==> src/hw/icache_pkg.sv <==
// icache package: widths, address field helpers, port structs and controller states
`default_nettype none

package icache_pkg;

  localparam int unsigned addr_w   = 32;
  localparam int unsigned data_w   = 64;
  localparam int unsigned line_w   = 128;  // two fetch words
  localparam int unsigned tag_w    = 22;
  localparam int unsigned offset_w = 4;

  typedef struct packed {
    logic [addr_w-1:0] addr;  // fetch address
  } icache_req_t;

  typedef struct packed {
    logic [data_w-1:0] data;
  } icache_resp_t;

  typedef struct packed {
    logic [addr_w-1:0] addr;  // line aligned
    logic              len;   // 1 means two beats
  } mem_ar_t;

  typedef struct packed {
    logic [data_w-1:0] data;
    logic              last;
  } mem_r_t;

  typedef enum logic [2:0] {
    s_idle,
    s_lookup,
    s_ar,
    s_r,
    s_resp
  } ctrl_state_e;

  // set index, right aligned; caller keeps the low idx_w bits
  function automatic logic [addr_w-1:0] addr_index(logic [addr_w-1:0] addr,
                                                   int unsigned idx_w = addr_w - tag_w - offset_w);
    addr_index = (addr >> offset_w) & ((addr_w'(1) << idx_w) - addr_w'(1));
  endfunction

  // tag field, right aligned
  function automatic logic [addr_w-1:0] addr_tag(logic [addr_w-1:0] addr,
                                                 int unsigned idx_w = addr_w - tag_w - offset_w);
    addr_tag = addr >> (idx_w + offset_w);
  endfunction

  function automatic logic [addr_w-1:0] line_base(logic [addr_w-1:0] addr);
    line_base = {addr[addr_w-1:offset_w], {offset_w{1'b0}}};
  endfunction

  // bit 3 picks the upper word of the line
  function automatic logic word_upper(logic [addr_w-1:0] addr);
    word_upper = addr[offset_w-1];
  endfunction

endpackage

`default_nettype wire

==> src/hw/icache_refill_ctrl.sv <==
// icache controller: lookup and miss FSM, burst refill, victim choice and response register
`timescale 1ns/1ps
`default_nettype none

module icache_refill_ctrl #(
  parameter int unsigned index_w = 6
) (
  input  logic                                                      clk,
  input  logic                                                      rst,
  // fetch request and response
  input  logic                                                      req_valid_i,
  input  icache_pkg::icache_req_t                                   req_i,
  output logic                                                      req_ready_o,
  output logic                                                      resp_valid_o,
  output icache_pkg::icache_resp_t                                  resp_o,
  input  logic                                                      resp_ready_i,
  // memory read port
  output logic                                                      mem_ar_valid_o,
  output icache_pkg::mem_ar_t                                       mem_ar_o,
  input  logic                                                      mem_ar_ready_i,
  input  logic                                                      mem_r_valid_i,
  input  icache_pkg::mem_r_t                                        mem_r_i,
  output logic                                                      mem_r_ready_o,
  // tag store
  input  logic                                                      hit_i,
  input  logic                                                      hit_way_i,
  output icache_pkg::icache_req_t                                   lookup_addr_o,
  output logic                                                      upd_en_o,
  output logic [index_w-1:0]                                        upd_set_o,
  output logic                                                      upd_way_o,
  output logic [icache_pkg::addr_w-index_w-icache_pkg::offset_w-1:0] upd_tag_o,
  output logic                                                      upd_valid_o,
  // data arrays
  output logic [index_w-1:0]                                        ram_addr_o,
  output logic [1:0]                                                ram_we_o,
  output logic                                                      ram_upper_o,
  output logic [icache_pkg::data_w-1:0]                             ram_wdata_o,
  input  logic [icache_pkg::line_w-1:0]                             ram_rdata0_i,
  input  logic [icache_pkg::line_w-1:0]                             ram_rdata1_i
);
  import icache_pkg::*;

  localparam int unsigned tag_bits = addr_w - index_w - offset_w;

  ctrl_state_e         state_q;
  ctrl_state_e         state_d;
  icache_req_t         addr_q;    // accepted fetch
  logic                way_q;     // hit way or victim
  logic                victim_q;  // free-running toggle
  logic                beat_q;    // 0 lower word, 1 upper word
  logic [data_w-1:0]   resp_q;

  logic [addr_w-1:0]   cur_idx_full;
  logic [addr_w-1:0]   cur_tag_full;
  logic [line_w-1:0]   hit_line;
  logic                req_fire;
  logic                ar_fire;
  logic                r_fire;
  logic                miss_accept;

  assign req_fire    = req_valid_i & req_ready_o;
  assign ar_fire     = mem_ar_valid_o & mem_ar_ready_i;
  assign r_fire      = mem_r_valid_i & mem_r_ready_o;
  assign miss_accept = req_fire & ~hit_i;

  // incoming address while idle, held address otherwise
  assign lookup_addr_o = (state_q == s_idle) ? req_i : addr_q;
  assign cur_idx_full  = addr_index(lookup_addr_o.addr, index_w);
  assign cur_tag_full  = addr_tag(lookup_addr_o.addr, index_w);

  // tag update: invalidate victim on miss accept, validate on last beat
  assign upd_en_o    = miss_accept | (r_fire & mem_r_i.last);
  assign upd_set_o   = cur_idx_full[index_w-1:0];
  assign upd_way_o   = (state_q == s_idle) ? victim_q : way_q;
  assign upd_tag_o   = cur_tag_full[tag_bits-1:0];
  assign upd_valid_o = (state_q == s_r);

  // data arrays read at acceptance, written per refill beat
  assign ram_addr_o  = cur_idx_full[index_w-1:0];
  assign ram_we_o[0] = r_fire & ~way_q;
  assign ram_we_o[1] = r_fire & way_q;
  assign ram_upper_o = beat_q;
  assign ram_wdata_o = mem_r_i.data;

  assign hit_line = way_q ? ram_rdata1_i : ram_rdata0_i;

  always_comb begin
    state_d = state_q;
    case (state_q)
      s_idle:   if (req_fire) state_d = hit_i ? s_lookup : s_ar;
      s_lookup: state_d = s_resp;  // line arrives this cycle
      s_ar:     if (ar_fire) state_d = s_r;
      s_r:      if (r_fire && mem_r_i.last) state_d = s_resp;
      s_resp:   if (resp_ready_i) state_d = s_idle;
      default:  state_d = s_idle;
    endcase
  end

  always_ff @(posedge clk) begin
    if (rst) begin
      state_q  <= s_idle;
      victim_q <= 1'b0;
      beat_q   <= 1'b0;
    end else begin
      state_q  <= state_d;
      victim_q <= ~victim_q;
      if (r_fire) begin
        beat_q <= ~mem_r_i.last;  // back to 0 after the burst
      end
    end
  end

  // payload registers
  always_ff @(posedge clk) begin
    if (req_fire) begin
      addr_q <= req_i;
      way_q  <= hit_i ? hit_way_i : victim_q;
    end
    if (state_q == s_lookup) begin
      resp_q <= word_upper(addr_q.addr) ? hit_line[line_w-1:data_w] : hit_line[data_w-1:0];
    end else if (r_fire && (beat_q == word_upper(addr_q.addr))) begin
      resp_q <= mem_r_i.data;  // requested beat
    end
  end

  assign req_ready_o    = (state_q == s_idle);
  assign resp_valid_o   = (state_q == s_resp);
  assign resp_o.data    = resp_q;

  assign mem_ar_valid_o = (state_q == s_ar);
  assign mem_ar_o.addr  = line_base(addr_q.addr);
  assign mem_ar_o.len   = 1'b1;  // two beats
  assign mem_r_ready_o  = (state_q == s_r);

endmodule

`default_nettype wire

==> config.mk <==
export PLATFORM = sky130hd
export DESIGN_NAME = icache_refill_ctrl
export DESIGN_NICKNAME = d
export VERILOG_FILES = /design/src/hw/icache_pkg.sv /design/src/hw/icache_refill_ctrl.sv
export SDC_FILE = /design/constraint.sdc
export NUM_CORES = 1
export LEC_CHECK = 0
export ABC_AREA = 1
export BUFFER_PORTS_ARGS = -buffer_cell sky130_fd_sc_hd__clkbuf_2
export CORE_AREA = 2 2 234 236
export CTS_CLUSTER_DIAMETER = 80
export DETAILED_ROUTE_END_ITERATION = 8
export DIE_AREA = 0 0 236 238
export GPL_ROUTABILITY_DRIVEN = 0
export PLACE_DENSITY = 0.4
export SYNTH_ARGS = -nofsm -noshare
export SYNTH_HDL_FRONTEND = slang
export SYNTH_SLANG_ARGS = --single-unit
==> constraint.sdc <==
create_clock -name clk -period 9.8 [get_ports clk]
set_clock_uncertainty 0.2 [all_clocks]
set_input_delay 1.96 -clock clk [delete_from_list [all_inputs] [get_ports clk]]
set_output_delay 1.96 -clock clk [all_outputs]
set_load 0.1 [all_outputs]
Word-level counts from Yosys, hierarchy flattened. Cells that the tools add are included. Widths: inputs -> output; s select.

Reductions and logical operators: 5. Mux-type cells: 13. Equal/unequal tests: 9. Bitwise logic cells: 12.

Operators with widths (number): $mux 64 (3); $mux 128 (1); $mux 32 (1); $pmux 3 s5 (1); $mux 3 (4); $ne 2x1->1 const B (4); $and 1x1->1 (7); $eq 3x2->1 const B (2); $not 1->1 (4); $reduce_and 4->1 (1); $eq 3x1->1 const B (1); $eq 3x3->1 const B (1); $logic_not 3->1 (1); $logic_and 1x1->1 (2); $mux 1 (2); $mux 2 (1); $reduce_bool 2->1 (1); $eq 1x1->1 (1); $or 1x1->1 (1).

Register bits: 102. Bits of input ports: 361. Output and inout bits: 237.

Longest topological paths before layout. Gate-level depths: netlist of run 1.

Depth in word-level cells: 5. Gate-level depth with buffers: 9. Mapped depth without buffers: 7.

Worst setup path after synthesis of run 1. OpenSTA, ideal clock, no wires.

Path kind: reg2reg. Start point: reg state_q[1]. End point: reg resp_q[0], in the netlist resp_o[0] (enable). Library setup time: 0.575 ns. Required time: 9.025 ns. Path slack: 2.270 ns. Arrival: 6.756 ns. Stages on the path, launching flop included: 5. Buffers on the path: 0. Cells stage by stage: dfxtp_1 -> nand2_1 -> nor2_1 -> nand2_1 -> o21ai_0.

Cells in the longest elaborated chain, start to end: 4. Elaborated cells between the ends (all ways): 5. Those cells by class: eq/ne (2); bitwise (1); reduce/logical (2).

Ends and longest elaborated chain: start, declared (RTL line icache_refill_ctrl.sv:45) `ctrl_state_e state_q;`; start signal, assigned (RTL line icache_refill_ctrl.sv:101) `state_q <= s_idle;`; start signal, assigned (RTL line icache_refill_ctrl.sv:105) `state_q <= state_d;`; $eq 3x2->1 (RTL line icache_refill_ctrl.sv:133) `assign mem_r_ready_o = (state_q == s_r);`; net mem_r_ready_o (RTL line icache_refill_ctrl.sv:23) `output logic mem_r_ready_o,`; $and 1x1->1 (RTL line icache_refill_ctrl.sv:63) `assign r_fire = mem_r_valid_i & mem_r_ready_o;`; $logic_and 1x1->1 (RTL line icache_refill_ctrl.sv:121) `end else if (r_fire && (beat_q == word_upper(addr_q.addr))) begin`; $reduce_bool 2->1 (no source line); end signal, assigned (RTL line icache_refill_ctrl.sv:120) `resp_q <= word_upper(addr_q.addr) ? hit_line[line_w-1:data_w] : hit_line[data_w-1:0];`; end signal, assigned (RTL line icache_refill_ctrl.sv:122) `resp_q <= mem_r_i.data;`; end, declared (RTL line icache_refill_ctrl.sv:51) `logic [data_w-1:0] resp_q;`.

The timed path passes the listed nets, and every way through them passes these cells. A chain may end at the register's enable or synchronous reset.

Worst setup path after layout of run 1.
Start point: in req_valid_i. End point: out upd_en_o.

Cells in the longest elaborated chain, start to end: 3.

Ends and longest elaborated chain: start, declared (RTL line icache_refill_ctrl.sv:11) `input logic req_valid_i,`; $and 1x1->1 (RTL line icache_refill_ctrl.sv:61) `assign req_fire = req_valid_i & req_ready_o;`; net req_fire (RTL line icache_refill_ctrl.sv:56) `logic req_fire;`; $and 1x1->1 (RTL line icache_refill_ctrl.sv:64) `assign miss_accept = req_fire & ~hit_i;`; $or 1x1->1 (RTL line icache_refill_ctrl.sv:72) `assign upd_en_o = miss_accept | (r_fire & mem_r_i.last);`; end, declared (RTL line icache_refill_ctrl.sv:28) `output logic upd_en_o,`.

The timed path passes the listed nets, and every way through them passes these cells.

==> impl_metrics.csv, run 1 <==
group,metric,value,unit
setup_path,critical_path_buf_inv_count,3,
timing,rsz0062_at_grt,"false",
global_route,grt_pass1_wl,48300,um
timing,hold_violations,0,
global_route,antenna_found_initial,1,
floorplanning,pin_count,598,
setup_path,crit_chain,"clkbuf_2 > inv_1 > nor2_4 > nand2_1 > o21ai_0 > clkbuf_2",
timing,relSlewSlack,29.4,%
synthesis,syn_avg_cell_area,7.51,um^2
min_path,hold_class,"reg -> reg",
run_status,status,"finished, final reports clean",
synthesis,seq_area_frac_synth,41.6,%
detailed_routing,drtPass1Iterations,7,
synthesis,synth_cells,963,
min_path,whs_endpoint,"victim_q",
min_path,hold_path.startpoint,"victim_q",
synthesis,synth-seq-cells,102,
clocking,cts_root_buffer,"clkbuf_16",
clocking,cts_tree,"done",
detailed_routing,drt_wl_total,34000,um
floorplanning,core_area,0.0535,mm^2
synthesis,ys_types,26,
finish,areaGrowthSynthToFinish,39.8,%
setup_path,r2r_start,"way_q",
global_route,grt_max_degree,99,
clocking,cts.path.max_buffers,2,
finish,drive_above_1_share,45.0,%
global_route,grt_pass1_vias,7990,
timing,period_share,58.4,%
clocking,h-tree-depth,3,
timing,setup-tns-final,0,ps
setup_path,cp_common_cell,"clkbuf_2",
setup_path,r2r_slack,6610,ps
clocking,cts_setup_buffers,0,
detailed_routing,routedWlPerCell,16.3,um
setup_path,critPathLaunchType,"input port",
timing,fmax,175,MHz
clocking,cts-resized-gates,0,
clocking,clk_pin_slew,70,ps
synthesis,yosys.area_share.simple,23.3,%
detailed_routing,drc,0,
placed_design,portBuffers,592,
synthesis,synth_top_family_by_area,"simple AND/OR/NAND/NOR gates",
synthesis,synth_top_cell_area_share,40.2,%
clocking,ctsHoldBuffers,0,
detailed_routing,routed_via_density,3.85,
setup_path,worst_r2r_path_depth,6,
synthesis,synth_fa_ha_area_share,0,%
synthesis,synthTopCellsByArea,"edfxtp_1, nand2_1, buf_4",
flow_run,maxCapViolCount,0,
setup_path,crit_type,"in -> out",
synthesis,synth_xor_area_share,0.121,%
timing,period_needed,5730,ps
finish,fin_nets,1746,
floorplanning,rows,85,
setup_path,cp.depth,6,
floorplanning,start_util,13.5,%
synthesis,ys.warnings.count,0,
timing,report.final.slew_viol_count,0,
timing,finalSetupViolations,0,
detailed_routing,final_antenna_net_count,0,
detailed_routing,vias,8041,
floorplanning,die_h,238,um
setup_path,r2r-end,"resp_o[46]",
min_path,min_path_cells,1,
synthesis,synthMuxAreaShare,0,%
synthesis,netlist_area,0.00724,mm^2
global_route,grt_use_total,11.7,%
setup_path,cp.arrival,3570,ps
timing,worst_slew_pin_slew,1060,ps
setup_path,worst_path_largest_cell_delay,780,ps
synthesis,yosys.area.top_type,"edfxtp_1",
setup_path,critPathMaxFanout,34,
global_route,overflow,0,
clocking,clock_latency,390,ps
clocking,cts_sinks,102,
floorplanning,die_width,236,um
floorplanning,fp.dieArea,0.0562,mm^2
synthesis,synth_compound_area_share,15.2,%
clocking,cts_buffers,9,
placed_design,dp_hpwl,26400,um
setup_path,critPathSlowestCell,"nor2_4",
setup_path,crit_family,"simple AND/OR/NAND/NOR gates",
detailed_routing,drt_iter0_markers,311,
setup_path,cp.required,7640,ps
setup_path,endpoint_kind,"output pin",
-- worst register-to-register path, delay by kind of cell (launching register included) --
family          cells  cell delay (ps)
compound gates      2             1060
simple gates        2              170
flops               1              400
buf+inv             2             1230
-- registers in the layout, summed over array words and instances, names as in the netlist --
| name | flops |
|---|---|
| way_q | 1 |
| addr_q | 32 |
| ram_upper_o | 1 |
| resp_o | 64 |
| victim_q | 1 |
| state_q | 3 |
-- how the worst max path moves through the flow --
stage	startpoint	end	slack, ps
after CTS	req_valid_i	upd_en_o	4020
final	req_valid_i	upd_en_o	4070
after global routing	req_valid_i	upd_en_o	3860
after detailed placement	req_valid_i	upd_en_o	4010
after floorplan	state_q[1]	resp_o[0]	2270
after global placement	req_valid_i	upd_en_o	3970
-- through the flow --
step	setup WS [ps]	hold slack [ps]	instances	cell area (um^2)	util, %
2_1_floorplan	2270	188	966	7250	-
3_3_place_gp	3970	203	2070	9820	18.4
3_5_place_dp	4010	203	2070	9820	18.4
4_1_cts	4020	214	2086	10100	18.9
5_1_grt	3860	245	2086	10100	18.9
6_report	4070	210	2087	10100	18.9
-- kinds of logic after synthesis --
kind of cell,count (synthesis)
buffers and inverters,210
flip-flops,102
XOR/XNOR,1
AND/OR/NAND/NOR,445
AO/OA/AOI/OAI,203
other,2
-- per-layer routing --
layer  global-route usage (%)  vias to the layer above  wire, um
li1                         -                     3928         -
met1                     12.9                     3630     13400
met2                     20.9                      442     17000
met3                     3.10                       41      2400
met4                     5.27                        0      1090
met5                        0                        -         0
-- cell type report --
class | count | area [um^2]
inverters | 16 | 62.6
clock inverters | 7 | 66.3
fillers | 6130 | 43400
diodes | 1 | 2.50
well taps | 696 | 871
multi-input cells | 654 | 2840
flip-flops and latches | 102 | 3010
repair buffers | 602 | 3040
clock buffers | 9 | 225
-- synth_stat cells --
cell,n
nand2_2,1
a21oi_1,2
buf_1,1
buf_4,139
buf_6,12
nand3b_1,1
nand3_1,5
nand2_1,295
inv_2,1
nor2_1,140
nor3_1,1
dfxtp_1,5
edfxtp_1,97
xor2_1,1
buf_2,15
o21ai_0,78
clkbuf_2,1
conb_1,2
o21ai_1,58
o22ai_1,64
clkinv_1,1
o21bai_1,1
nand4_1,1
clkbuf_1,26
nor2_2,1
inv_1,14
-- cell usage in the layout (no fill, tap or decap), drive strengths merged, types with 2 or more instances in the layout --
cell	synthesis	layout
nor2	141	141
inv	15	18
buf	167	10
nand2	296	296
edfxtp	97	97
dfxtp	5	5
a21oi	2	2
nand3	5	5
o21ai	136	136
conb	2	5
clkbuf	27	601
clkinv	1	4
o22ai	64	64
Power of run 1 is not shown: default switching activity piles up to over one toggle a cycle in this logic, so the estimate is an artifact.
==> inputs of run 2 (changes only) <==
clock period = 5.74 ns   (was 9.8 ns; I/O delays follow)
==> impl_metrics.csv, run 2 (synthesis results as in run 1) <==
group,metric,value,unit
run_status,status,"finished, final reports clean",
placed_design,portBuffers,592,
clocking,h-tree-depth,3,
setup_path,cp.required,4390,ps
finish,final_cell_mix,"clkbuf_2, nand2_1, nor2_1, edfxtp_1, o21ai_0",
detailed_routing,vias,8090,
timing,relSlewSlack,43.4,%
global_route,antenna_found_initial,2,
global_route,grt_pass1_wl,48200,um
setup_path,critPathSlowestCell,"clkinv_1",
timing,whs,216,ps
timing,fmax,224,MHz
timing,hold_violations,0,
finish,largest_reg_flops,64,
floorplanning,die_width,236,um
clocking,cts.path.max_buffers,2,
global_route,grt_use_met2,19.9,%
finish,areaGrowthSynthToFinish,40.2,%
setup_path,critPathLaunchType,"flop",
placed_design,placed_cell_area,0.00985,mm^2
clocking,clock_latency,370,ps
timing,finalSetupViolations,0,
floorplanning,core_area,0.0535,mm^2
detailed_routing,drtPass1Iterations,4,
setup_path,worst_path_largest_cell_delay,590,ps
timing,report.final.slew_viol_count,0,
global_route,met1_usage,13.6,%
clocking,ctsHoldBuffers,0,
timing,period_needed,4470,ps
clocking,clk_pin_slew,60,ps
setup_path,crit_start,"state_q[1]",
timing,worst_slew_pin_slew,849,ps
clocking,cts-resized-gates,0,
timing,rsz0062_at_grt,"false",
setup_path,endpoint_kind,"output pin",
setup_path,critPathMaxFanout,37,
global_route,grt_max_degree,85,
clocking,cts_tree,"done",
timing,setup-tns-final,0,ps
setup_path,crit_type,"reg -> out",
clocking,cts_buffers,9,
floorplanning,start_util,13.5,%
clocking,cts_sinks,102,
detailed_routing,routed_via_density,3.87,
global_route,grt.busiest_layer,"met2",
global_route,overflow,0,
setup_path,crit_chain,"nor2_1 > nand2_2 > clkinv_1 > buf_4 > o21ai_0 > clkbuf_2",
setup_path,cp.arrival,3120,ps
finish,drive_above_1_share,44.9,%
floorplanning,fp.dieArea,0.0562,mm^2
detailed_routing,routedWlPerCell,16.3,um
timing,period_share,77.8,%
finish,fin_nets,1748,
global_route,gr-usage-met3,2.97,%
setup_path,r2r_start,"way_q",
detailed_routing,drt_wl_total,34000,um
floorplanning,rows,85,
global_route,grt_pass1_vias,8010,
min_path,hold_class,"reg -> reg",
clocking,cts_setup_buffers,0,
detailed_routing,drc,0,
floorplanning,die_h,238,um
detailed_routing,final_antenna_net_count,0,
global_route,grt_use_total,11.6,%
detailed_routing,drt_iter0_markers,309,
placed_design,dp_hpwl,27200,um
min_path,hold_path.startpoint,"victim_q",
floorplanning,pin_count,598,
finish,final_area,0.0101,mm^2
flow_run,maxCapViolCount,0,
finish,final_common_cell,"clkbuf_2",
clocking,cts_root_buffer,"clkbuf_16",
-- run 2: worst max-delay path, delay by kind of cell, from the launching register on --
family                 cells  cell delay (ps)
AOI/OAI and AO/OA          1              160
buffers and inverters      3             1450
DFF                        1              460
and+or+nand+nor            2              660
-- run 2: final timing paths --
check | end | slack, ps | cells past startpoint
worst min-delay path | victim_q | 220 | 1
worst min register to register | victim_q | 220 | 1
worst max-delay path | lookup_addr_o[3] | 1270 | 6
worst max register to register | resp_o[51] | 2910 | 7
-- run 2: per-layer routing --
metal | routed length, um | vias to the layer above
met5 | 12 | -
li1 | - | 3923
met1 | 13900 | 3671
met2 | 16300 | 447
met4 | 1240 | 2
met3 | 2550 | 47
-- run 2: layout make-up --
cell class	count	area [um^2]
Clock buffer	11	233
Clock inverter	5	57.6
Inverter	16	62.6
Antenna cell	1	2.50
Tap cell	696	871
Timing Repair Buffer	604	3070
Fill cell	6109	43400
Multi-Input combinational cell	654	2840
Sequential cell	102	3010
-- run 2: through the flow --
step                      util, %  std cells  setup WS (ps)
final                        19.0       2089           1270
after global routing         19.0       2088            866
after CTS                    19.0       2088           1200
after detailed placement     18.4       2072           1640
after global placement       18.4       2072           1700
after floorplan                 -        966          -15.4
Power of run 2 is left out for the same reason.
